File: src/logic/dcache_pkg.sv
package dcache_pkg;

    localparam int CL_SIZE      = 32;
    localparam int OOO_TAG_SIZE = 4;
    localparam int IDX_CNT      = 16;
    localparam int FILL_Q_DEPTH = 4;

    typedef logic [31:0]             addr_t;
    typedef logic [CL_SIZE-1:0]      line_t;
    typedef logic [2:0]              op_t;
    typedef logic [OOO_TAG_SIZE-1:0] ooo_tag_t;

    // Address split: tag 31..6, index 5..2, byte 1..0
    typedef logic [3:0]  idx_t;
    typedef logic [25:0] ctag_t;

    typedef enum logic {
        BANK_RUN,
        BANK_HOLD
    } bank_state_t;

    localparam op_t OP_NOP = 3'd0;
    localparam op_t OP_LD  = 3'd1;
    localparam op_t OP_ST  = 3'd2;
    localparam op_t OP_RD  = 3'd3;
    localparam op_t OP_WR  = 3'd4;
    localparam op_t OP_UPD = 3'd6;

endpackage

File: src/logic/fill_queue.sv
`timescale 1ns/1ps

module fill_queue (
    input  logic              clk,
    input  logic              arst_n,
    input  logic              fill_alloc,
    input  dcache_pkg::addr_t fill_addr,
    input  dcache_pkg::line_t fill_data,
    input  logic              head_dealloc,
    output logic              fill_full,
    output logic              head_valid,
    output dcache_pkg::addr_t head_addr,
    output dcache_pkg::line_t head_data
);
    import dcache_pkg::*;

    addr_t addr_mem [FILL_Q_DEPTH];
    line_t data_mem [FILL_Q_DEPTH];

    logic [$clog2(FILL_Q_DEPTH)-1:0] wr_ptr;
    logic [$clog2(FILL_Q_DEPTH)-1:0] rd_ptr;
    logic [$clog2(FILL_Q_DEPTH):0]   count;

    logic push;
    logic pop;

    // Extra alloc while full is dropped
    assign push = fill_alloc && !fill_full;
    assign pop  = head_dealloc && head_valid;

    assign fill_full  = (count == ($clog2(FILL_Q_DEPTH) + 1)'(FILL_Q_DEPTH));
    assign head_valid = (count != '0);
    assign head_addr  = addr_mem[rd_ptr];
    assign head_data  = data_mem[rd_ptr];

    always_ff @(posedge clk) begin
        if (push) begin
            addr_mem[wr_ptr] <= fill_addr;
            data_mem[wr_ptr] <= fill_data;
        end
    end

    // Pointers wrap on their own width
    always_ff @(posedge clk or negedge arst_n) begin
        if (!arst_n) begin
            wr_ptr <= '0;
            rd_ptr <= '0;
            count  <= '0;
        end else begin
            if (push) begin
                wr_ptr <= wr_ptr + 1'b1;
            end
            if (pop) begin
                rd_ptr <= rd_ptr + 1'b1;
            end
            case ({push, pop})
                2'b10:   count <= count + 1'b1;
                2'b01:   count <= count - 1'b1;
                default: count <= count;
            endcase
        end
    end

endmodule

File: src/logic/queue_arbiter.sv
`timescale 1ns/1ps

module queue_arbiter (
    input  logic                 clk,
    input  logic                 arst_n,
    input  logic                 head_valid,
    input  dcache_pkg::addr_t    head_addr,
    input  dcache_pkg::line_t    head_data,
    input  logic                 pipe_valid,
    input  dcache_pkg::addr_t    pipe_addr,
    input  dcache_pkg::line_t    pipe_data,
    input  dcache_pkg::op_t      pipe_op,
    input  dcache_pkg::ooo_tag_t pipe_tag,
    input  logic                 stall_cache,
    output logic                 head_dealloc,
    output logic                 pipe_ready,
    output logic                 req_valid,
    output dcache_pkg::addr_t    req_addr,
    output dcache_pkg::line_t    req_data,
    output dcache_pkg::op_t      req_op,
    output dcache_pkg::ooo_tag_t req_tag
);
    import dcache_pkg::*;

    logic active;
    logic take_fill;
    logic take_pipe;

    // Fill head always wins over the pipeline
    assign take_fill    = active && !stall_cache && head_valid;
    assign pipe_ready   = active && !stall_cache && !head_valid;
    assign take_pipe    = pipe_ready && pipe_valid;
    assign head_dealloc = take_fill;

    always_ff @(posedge clk or negedge arst_n) begin
        if (!arst_n) begin
            active    <= 1'b0;
            req_valid <= 1'b0;
        end else begin
            active <= 1'b1;
            if (!stall_cache) begin
                req_valid <= take_fill || take_pipe;
            end
        end
    end

    always_ff @(posedge clk) begin
        if (take_fill) begin
            req_addr <= head_addr;
            req_data <= head_data;
            req_op   <= OP_UPD;
            req_tag  <= '0;
        end else if (take_pipe) begin
            req_addr <= pipe_addr;
            req_data <= pipe_data;
            req_op   <= pipe_op;
            req_tag  <= pipe_tag;
        end else if (!stall_cache) begin
            req_op <= OP_NOP;
        end
    end

endmodule

File: src/logic/cache_bank.sv
`timescale 1ns/1ps

module cache_bank (
    input  logic                 clk,
    input  logic                 arst_n,
    input  logic                 req_valid,
    input  dcache_pkg::addr_t    req_addr,
    input  dcache_pkg::line_t    req_data,
    input  dcache_pkg::op_t      req_op,
    input  dcache_pkg::ooo_tag_t req_tag,
    input  logic                 miss_full,
    output logic                 stall_cache,
    output logic                 resp_valid,
    output logic                 resp_hit,
    output dcache_pkg::addr_t    resp_addr,
    output dcache_pkg::line_t    resp_data,
    output dcache_pkg::op_t      resp_op,
    output dcache_pkg::ooo_tag_t resp_tag,
    output logic                 miss_alloc,
    output dcache_pkg::addr_t    miss_addr,
    output dcache_pkg::line_t    miss_data,
    output dcache_pkg::op_t      miss_op
);
    import dcache_pkg::*;

    logic [IDX_CNT-1:0] line_valid;
    ctag_t              tag_mem [IDX_CNT];
    line_t              data_mem [IDX_CNT];

    bank_state_t state;
    bank_state_t state_nxt;

    idx_t  req_idx;
    ctag_t req_ctag;
    logic  is_ld;
    logic  is_st;
    logic  is_fill;
    logic  hit;
    logic  out_load;
    logic  out_valid_q;
    logic  out_miss_q;

    assign req_idx  = req_addr[5:2];
    assign req_ctag = req_addr[31:6];
    assign is_ld    = req_valid && (req_op == OP_LD);
    assign is_st    = req_valid && (req_op == OP_ST);
    assign is_fill  = req_valid && (req_op == OP_UPD);
    assign hit      = line_valid[req_idx] && (tag_mem[req_idx] == req_ctag);

    // Output stage is frozen while a miss waits for room downstream
    always_comb begin
        state_nxt = state;
        out_load  = 1'b1;
        case (state)
            BANK_RUN: begin
                if (out_miss_q && miss_full) begin
                    state_nxt = BANK_HOLD;
                    out_load  = 1'b0;
                end
            end
            BANK_HOLD: begin
                if (miss_full) begin
                    out_load = 1'b0;
                end else begin
                    state_nxt = BANK_RUN;
                end
            end
            default: state_nxt = BANK_RUN;
        endcase
    end

    assign stall_cache = !out_load;
    assign resp_valid  = out_valid_q && out_load;
    assign miss_alloc  = out_miss_q && out_load;

    always_ff @(posedge clk or negedge arst_n) begin
        if (!arst_n) begin
            state       <= BANK_RUN;
            out_valid_q <= 1'b0;
            out_miss_q  <= 1'b0;
        end else begin
            state <= state_nxt;
            if (out_load) begin
                out_valid_q <= is_ld || is_st;
                out_miss_q  <= (is_ld || is_st) && !hit;
            end
        end
    end

    always_ff @(posedge clk or negedge arst_n) begin
        if (!arst_n) begin
            line_valid <= '0;
        end else if (out_load && is_fill) begin
            line_valid[req_idx] <= 1'b1;
        end
    end

    // Fill replaces the line, store hit only the data
    always_ff @(posedge clk) begin
        if (out_load && is_fill) begin
            tag_mem[req_idx]  <= req_ctag;
            data_mem[req_idx] <= req_data;
        end else if (out_load && is_st && hit) begin
            data_mem[req_idx] <= req_data;
        end
    end

    always_ff @(posedge clk) begin
        if (out_load) begin
            resp_hit  <= hit;
            resp_addr <= req_addr;
            resp_data <= is_st ? req_data : (hit ? data_mem[req_idx] : '0);
            resp_op   <= req_op;
            resp_tag  <= req_tag;
            // Store misses go out as writes with their data
            miss_addr <= req_addr;
            miss_data <= is_st ? req_data : '0;
            miss_op   <= is_st ? OP_WR : OP_RD;
        end
    end

endmodule

File: src/logic/dcache_core.sv
`timescale 1ns/1ps

module dcache_core (
    input  logic                 clk,
    input  logic                 arst_n,

    input  logic                 pipe_valid,
    input  dcache_pkg::addr_t    pipe_addr,
    input  dcache_pkg::line_t    pipe_data,
    input  dcache_pkg::op_t      pipe_op,
    input  dcache_pkg::ooo_tag_t pipe_tag,
    output logic                 pipe_ready,

    input  logic                 fill_alloc,
    input  dcache_pkg::addr_t    fill_addr,
    input  dcache_pkg::line_t    fill_data,
    output logic                 fill_full,

    output logic                 resp_valid,
    output logic                 resp_hit,
    output dcache_pkg::addr_t    resp_addr,
    output dcache_pkg::line_t    resp_data,
    output dcache_pkg::op_t      resp_op,
    output dcache_pkg::ooo_tag_t resp_tag,

    output logic                 miss_alloc,
    output dcache_pkg::addr_t    miss_addr,
    output dcache_pkg::line_t    miss_data,
    output dcache_pkg::op_t      miss_op,
    input  logic                 miss_full
);
    import dcache_pkg::*;

    // Fill queue head
    logic     head_valid;
    addr_t    head_addr;
    line_t    head_data;
    logic     head_dealloc;

    // Registered request into the bank
    logic     req_valid;
    addr_t    req_addr;
    line_t    req_data;
    op_t      req_op;
    ooo_tag_t req_tag;
    logic     stall_cache;

    fill_queue i_fill_queue (
        .clk          (clk),
        .arst_n       (arst_n),
        .fill_alloc   (fill_alloc),
        .fill_addr    (fill_addr),
        .fill_data    (fill_data),
        .head_dealloc (head_dealloc),
        .fill_full    (fill_full),
        .head_valid   (head_valid),
        .head_addr    (head_addr),
        .head_data    (head_data)
    );

    queue_arbiter i_queue_arbiter (
        .clk          (clk),
        .arst_n       (arst_n),
        .head_valid   (head_valid),
        .head_addr    (head_addr),
        .head_data    (head_data),
        .pipe_valid   (pipe_valid),
        .pipe_addr    (pipe_addr),
        .pipe_data    (pipe_data),
        .pipe_op      (pipe_op),
        .pipe_tag     (pipe_tag),
        .stall_cache  (stall_cache),
        .head_dealloc (head_dealloc),
        .pipe_ready   (pipe_ready),
        .req_valid    (req_valid),
        .req_addr     (req_addr),
        .req_data     (req_data),
        .req_op       (req_op),
        .req_tag      (req_tag)
    );

    cache_bank i_cache_bank (
        .clk          (clk),
        .arst_n       (arst_n),
        .req_valid    (req_valid),
        .req_addr     (req_addr),
        .req_data     (req_data),
        .req_op       (req_op),
        .req_tag      (req_tag),
        .miss_full    (miss_full),
        .stall_cache  (stall_cache),
        .resp_valid   (resp_valid),
        .resp_hit     (resp_hit),
        .resp_addr    (resp_addr),
        .resp_data    (resp_data),
        .resp_op      (resp_op),
        .resp_tag     (resp_tag),
        .miss_alloc   (miss_alloc),
        .miss_addr    (miss_addr),
        .miss_data    (miss_data),
        .miss_op      (miss_op)
    );

endmodule

File: config.mk
export PLATFORM = sky130hd
export DESIGN_NAME = dcache_core
export DESIGN_NICKNAME = d
export VERILOG_FILES = /design/src/logic/dcache_pkg.sv /design/src/logic/fill_queue.sv /design/src/logic/queue_arbiter.sv /design/src/logic/cache_bank.sv /design/src/logic/dcache_core.sv
export SDC_FILE = /design/constraint.sdc
export NUM_CORES = 1
export LEC_CHECK = 0
export BUFFER_PORTS_ARGS = -buffer_cell sky130_fd_sc_hd__buf_4
export CORE_UTILIZATION = 30
export CTS_CLUSTER_DIAMETER = 60
export CTS_CLUSTER_SIZE = 10
export DETAILED_ROUTE_END_ITERATION = 10
export SETUP_SLACK_MARGIN = 0.2
export SKIP_LAST_GASP = 1
export SYNTH_ARGS = -nofsm -noshare
export SYNTH_HDL_FRONTEND = slang
export SYNTH_HIERARCHICAL = 1
export SYNTH_SLANG_ARGS = --single-unit
File: constraint.sdc
create_clock -name clk -period 14.7 [get_ports clk]
set_input_delay 2.94 -clock clk [delete_from_list [all_inputs] [get_ports clk]]
set_output_delay 2.94 -clock clk [all_outputs]
set_load 0.005 [all_outputs]
==> results by group, run 1 <==
Clock tree
  – Post-CTS setup buffer count: 0
  – Clock root buffer: clkbuf_16
  – CTS tree: yes
  – Worst skew pair latency: 0.80 ns
  – CTS max path bufs: 3
  – Clock H-tree levels: 4
  – CTS buffer count: 163
  – Post-CTS resize count: 0
  – CTS Sinks: 1389
  – Count of hold-fix buffers inserted at cts: 0
  – Clock slew at reported path FFs: 0.05 ns

Pwr
  – Internal power: 8450 uW
  – Cell leakage power: 0.0208 uW
  – Switch share: 0.287
  – Max VDD drop: 0.000103 V
  – Total Power: 11900 uW
  – Psw: 3400 uW
  – Cell Pwr Density: 187 mW/mm^2
  – Combinational fraction of design power: 0.225
  – Clock Power Share: 0.307
  – Reg power frac: 0.468

Timing
  – Setup slack after layout: 7.94 ns
  – Period utilization: 0.460
  – Setup TNS: 0 ns
  – Final hold vios: 0
  – Slew Viols, Final: 0
  – Crit path time final: 6.76 ns
  – Max_slew headroom: 0.258
  – Fmax: 148 MHz
  – Clock skew: 0.0262 ns
  – RSZ-0062 raised after global routing: no
  – Worst-margin pin slew: 1.11 ns
  – Final setup fails: 0

Synthesis
  – Post-Synth Simple-Gate Area: 0.0187
  – Netlist cell types: 69
  – Mapped Cells: 2378
  – Synth cell count leaders: edfxtp_1 (1354), mux4_2 (306), mux2i_1 (72)
  – Synth top area cells: edfxtp_1 (76%), mux4_2 (13%), mux2_4 (1.4%), mux2i_1 (1.3%), dfrtp_1 (1.3%)
  – Primary FF master, synth: edfxtp_1
  – Number of enable flip-flop cells after synthesis: 1354
  – Synth area leader: edfxtp_1
  – Mux share of post-synthesis cell area: 0.162
  – Yosys reg bits: 1389
  – Synth Area in XOR/XNOR: 0.00669
  – Syn_area_per_cell: 22.6 um^2
  – Count leader, synth: edfxtp_1
  – Main combinational cell family by area after synthesis: multiplexers
  – Fraction of post-synthesis cell area in the top cell type by area: 0.757
  – Synthesized Nets: 2524
  – Ys Warns: 6
  – Async SR Flop Fraction: 0.0202
  – Post-synthesis compound-gate area fraction: 0.0206
  – Post-Syn Area: 0.0537 mm^2
  – Post-Synth Adder-Cell Area: 0.00154
  – Sequential share of the synthesized area: 0.773

Detailed routing
  – Routed WL: 126 mm
  – Drt drc: 0
  – Post-DR vias/cell: 4.76
  – DRT Pass-1 Iters: 5
  – Antenna viol nets, final: 0
  – Avg WL per Cell: 24.4 um
  – Via count: 24600
  – 1st-iter DRT viols: 1951

Floorplan
  – DIE AREA: 0.181 mm^2
  – # IOs: 283
  – Core area: 0.177 mm^2
  – DIE HEIGHT: 425 um
  – Die Width: 425 um
  – Initial core utilization: 0.303
  – Rows: 154

Placement
  – Placed cells: 4920
  – Worst Setup Slack post-DPL: 7.96 ns
  – Routability cong.: 0.771
  – HPWL after detailed placement: 73.7 mm
  – PortBufs: 282

Global routing
  – Initial antenna violation count: 9
  – GR Util All Layers: 0.139
  – Vias in the first global route: 25500
  – Grt total ovfl: 0
  – First-pass GRT wire length: 182 mm
  – Largest net degree at the start of global routing: 140

Critical path
  – Startpoint Class: primary input
  – CP endpoint kind: output pin
  – Most frequent CP cell: buf_4
  – CP arrival: 3.82 ns
  – Reg2Reg Setup Slack: 8.33 ns
  – Crit-path max cell delay: 0.25 ns
  – Slowest CP cell: nand2b_1
  – CP Cell Sequence: buf_4, o21ai_4, inv_1, nand2b_1, nor2_1, buf_4
  – Setup CP Type: in -> out
  – Worst Reg-to-Reg Cells: 12
  – CP required: 11.76 ns
  – Crit Path Max Fanout: 10

Cells and area
  – Layout cells sized above 1: 0.350
  – Area grow syn2layout: 18.1%
  – Final core utilization: 0.359
  – Fillcell total: 16200
  – Non-filler cells, final: 5169
  – Nets@finish: 2891

Hold path
  – Worst Hold Class: reg -> reg
  – Worst hold stages: 0

Run
  – Max-cap violations: 0

Status
  – Run status: finished, final reports clean
## final cells by class
type | count | area [um^2] | share of cell area
diodes | 3 | 7.51 | 0.000118
clock buffers | 218 | 4310 | 0.0679
clock inverters | 28 | 467 | 0.00736
inverters | 18 | 70.1 | 0.00110
multi-input cells | 829 | 11500 | 0.182
flip-flops and latches | 1389 | 41500 | 0.654
well taps | 2340 | 2930 | 0.0462
repair buffers | 344 | 2610 | 0.0411
## worst paths after layout
path,start,to
setup / recovery,miss_full,pipe_ready
hold / removal,i_queue_arbiter/req_addr[0],i_cache_bank/miss_addr[0]
setup reg to reg,i_queue_arbiter/req_addr[2],i_cache_bank/data_mem[0][16]
hold reg to reg,i_queue_arbiter/req_addr[0],i_cache_bank/miss_addr[0]
max in group asynchronous,arst_n,i_fill_queue/rd_ptr[0]
min in group asynchronous,arst_n,i_fill_queue/wr_ptr[0]
## power by group through the flow
stage	Combinational, uW	Sequential (uW)	Clock [uW]
2_1_floorplan	1760	5490	0
4_1_cts	2730	5570	3740
5_1_grt	2850	5620	3880
3_3_place_gp	2710	5620	0
6_report	2660	5550	3640
3_5_place_dp	2720	5650	0
## placed cells by master, fill, tap and decap left out, types with 12 or more instances in the layout
cell and n:
nand2_1 53, xnor2_1 33, edfxtp_1 1354, o22ai_1 12
clkbuf_16 163, buf_4 342, mux4_2 306, nor2_4 16
o21bai_1 33, nor2_1 13, mux2_4 49, inv_1 15
a21oi_1 12, dfrtp_1 26, or2_2 20, mux2_2 27
and2_1 35, clkbuf_1 53, mux2i_1 72, a211oi_4 12
## state kept, by name (all words and copies together) (netlist names), 3 cells and up
signal                    count
i_cache_bank/data_mem       512
i_fill_queue/addr_mem       128
i_cache_bank/tag_mem        416
i_cache_bank/line_valid      16
i_cache_bank/miss_data       32
i_cache_bank/resp_op          3
i_queue_arbiter/req_op        3
i_cache_bank/resp_tag         4
i_queue_arbiter/req_data     32
i_fill_queue/count            3
i_fill_queue/data_mem       128
i_queue_arbiter/req_addr     32
i_cache_bank/resp_data       32
i_queue_arbiter/req_tag       4
i_cache_bank/miss_addr       32
## per-stage QoR
stage	instance area [um^2]	hold WS (ns)
2_1_floorplan	53700	0.400
3_3_place_gp	58600	0.405
3_5_place_dp	58600	0.405
4_1_cts	63400	0.418
5_1_grt	63400	0.439
6_report	63400	0.417
## routing by layer
metal,vias to the layer above,part of all wire,global-route usage
met2,641,0.50,0.229
met5,-,0.00062,0
met1,13200,0.43,0.184
li1,10600,-,-
met4,10,0.022,0.0418
met3,168,0.049,0.0273
## critical path, delay by kind of cell
kind	cells	cell delay, ns
AO/OA/AOI/OAI	1	0.07
AND/OR/NAND/NOR	2	0.37
buffers and inverters	3	0.44
## cell families after synthesis
logic type / Yosys count
AOI/OAI and AO/OA: 139
other: 1
and+or+nand+nor: 186
adders and majority gates: 6
xor gates and xnor gates: 41
muxes: 456
DFF: 1389
buffers and inverters: 160
(Power assumes the default switching activity.)
==> inputs of run 2 (changes only) <==
clock period = 7.1 ns   (was 14.7 ns; I/O delays follow)
==> run 2 against run 1 <==
- die area unchanged
- setup slack got worse by 6.4 ns
- total power increased by 110%
- combinational power grew 110%
- non-clock buffer count grew 22
- clock-buffer cell count decreased by 10
- critical path depth increased by 6
- first-iteration DRC count is 0.21% lower
- critical endpoint is now i_cache_bank/data_mem[6][31]
- largest power group unchanged
- highest routed layer unchanged
==> results by group, run 2 (synthesis gave the netlist of run 1 again) <==
Pwr
  – Internal power: 17600 uW
  – Cell Pwr Density: 386 mW/mm^2
  – Combinational fraction of design power: 0.225
  – Cell leakage power: 0.0209 uW
  – Clock Power Share: 0.303
  – Max VDD drop: 0.000240 V
  – Switch share: 0.285
  – Psw: 6980 uW
  – Reg power frac: 0.472

Clock tree
  – Count of hold-fix buffers inserted at cts: 0
  – Post-CTS setup buffer count: 0
  – Post-CTS resize count: 0
  – CTS tree: yes
  – CTS buffer count: 164
  – CTS max path bufs: 3
  – CTS Sinks: 1389
  – Worst skew pair latency: 0.78 ns
  – Clock H-tree levels: 4
  – Clock slew at reported path FFs: 0.05 ns
  – Clock root buffer: clkbuf_16

Cells and area
  – Nets@finish: 2914
  – Top Registers: i_cache_bank/data_mem x512, i_cache_bank/tag_mem x416
  – Largest register FFs: 512
  – Largest Register: i_cache_bank/data_mem
  – Most frequent cells in the layout: edfxtp_1 (1354), buf_4 (360), mux4_2 (306), clkbuf_16 (168), mux2i_1 (72)
  – Most common cell after layout, fill and taps aside: edfxtp_1
  – Layout cells sized above 1: 0.358
  – Area grow syn2layout: 18.3%
  – Final core utilization: 0.359

Timing
  – Setup TNS: 0 ns
  – Crit path time final: 5.52 ns
  – Final hold vios: 0
  – Clock skew: 0.0251 ns
  – Max_slew headroom: 0.165
  – Worst-margin pin slew: 1.25 ns
  – Fmax: 181 MHz
  – Period utilization: 0.777
  – Final setup fails: 0
  – Slew Viols, Final: 0
  – RSZ-0062 raised after global routing: no

Critical path
  – Slowest CP cell: edfxtp_1
  – CP top delay family: buffers and inverters
  – CP required: 7.53 ns
  – CP endpoint kind: flop
  – CP Cell Sequence: buf_4, buf_4, mux4_2, o22ai_1, nor2_1, xnor2_1, nand4_1, nor4_4, nand4_4, buf_4, a211oi_4, buf_4
  – Most frequent CP cell: buf_4
  – Reg2Reg Setup Slack: 1.58 ns
  – Startpoint Class: flop
  – CP arrival: 5.95 ns
  – Crit Path Max Fanout: 39
  – Crit-path max cell delay: 0.97 ns
  – Buf/Inv on CP: 4
  – Setup CP Type: reg -> reg

Global routing
  – Grt total ovfl: 0
  – First-pass GRT wire length: 185 mm
  – Initial antenna violation count: 7
  – Largest net degree at the start of global routing: 108
  – GR Util All Layers: 0.141
  – Vias in the first global route: 25700

Floorplan
  – Die Width: 425 um
  – DIE HEIGHT: 425 um
  – Initial core utilization: 0.303
  – Core area: 0.177 mm^2
  – # IOs: 283
  – DIE AREA: 0.181 mm^2
  – Rows: 154

Detailed routing
  – Top routing layer used: met5
  – WL met1: 54.9 mm
  – WL met3: 6.98 mm
  – DRT Pass-1 Iters: 5
  – Routed wl met2: 63.5 mm
  – Routed WL: 128 mm
  – Post-DR vias/cell: 4.78
  – 1st-iter DRT viols: 1947
  – Via count: 24800
  – Antenna viol nets, final: 0
  – Drt drc: 0
  – Avg WL per Cell: 24.8 um

Placement
  – Routability cong.: 0.806
  – PortBufs: 282
  – HPWL after detailed placement: 79.2 mm

Run
  – Max-cap violations: 0

Hold path
  – Worst Hold Class: reg -> reg

Status
  – Run status: finished, final reports clean
run 2: changes by cell type in the layout (fill, tap and decap cells not counted), sizes merged:
| cell | previous run | this run |
|---|---|---|
| buf | 344 | 366 |
| clkbuf | 218 | 208 |
| clkinv | 21 | 17 |
| clkinvlp | 3 | 0 |
| inv | 21 | 23 |
| diode | 3 | 4 |
run 2: worst paths after layout:
check	start	end	cells after the start
worst min-delay path	i_queue_arbiter/req_addr[1]	i_cache_bank/miss_addr[1]	0
worst min register to register	i_queue_arbiter/req_addr[1]	i_cache_bank/miss_addr[1]	0
worst max-delay path	i_queue_arbiter/req_addr[3]	i_cache_bank/data_mem[6][31]	12
worst max register to register	i_queue_arbiter/req_addr[3]	i_cache_bank/data_mem[6][31]	12
min in group asynchronous	arst_n	i_fill_queue/rd_ptr[1]	1
max in group asynchronous	arst_n	i_fill_queue/rd_ptr[0]	1
run 2: power by group through the flow:
stage	Sequential [uW]	Clock, uW	Combinational [uW]
2_1_floorplan	11300	0	3630
3_3_place_gp	11700	0	5620
3_5_place_dp	11800	0	5640
4_1_cts	11600	7630	5660
5_1_grt	11700	7930	5910
6_report	11600	7430	5530
run 2: area by class of cell:
class / count / area [um^2]
fill: 16200 / 113000
sequential: 1389 / 41500
multi-input combinational: 829 / 11500
clock buffer: 208 / 4370
tap: 2340 / 2930
timing repair buffer: 366 / 2820
clock inverter: 23 / 251
inverter: 18 / 70.1
antenna: 4 / 10.0
run 2: per-stage QoR:
| stage | area, um^2 | setup slack (ns) | total power, uW | instances | hold WS (ns) |
|---|---|---|---|---|---|
| after global placement | 58900 | 1.60 | 17300 | 4942 | 0.403 |
| after CTS | 63500 | 1.55 | 24900 | 5173 | 0.424 |
| final | 63500 | 1.58 | 24500 | 5177 | 0.421 |
| after global routing | 63500 | 1.22 | 25500 | 5176 | 0.437 |
| after floorplan | 53700 | 0.879 | 14900 | 2378 | 0.400 |
| after detailed placement | 58900 | 1.57 | 17400 | 4942 | 0.411 |
run 2: layer usage:
metal  up-vias  track usage
met5         -            0
met4         6       0.0434
met3       157       0.0304
met2       688        0.230
met1     13300        0.187
li1      10600            -
run 2: worst reg2reg max path, cell delays in order, from the launching register on:
cell and delay, ns:
edfxtp_1 0.97, buf_4 0.53, buf_4 0.58, mux4_2 0.42, o22ai_1 0.23, nor2_1 0.11, xnor2_1 0.15, nand4_1 0.17
nor4_4 0.27, nand4_4 0.39, buf_4 0.38, a211oi_4 0.56, buf_4 0.42
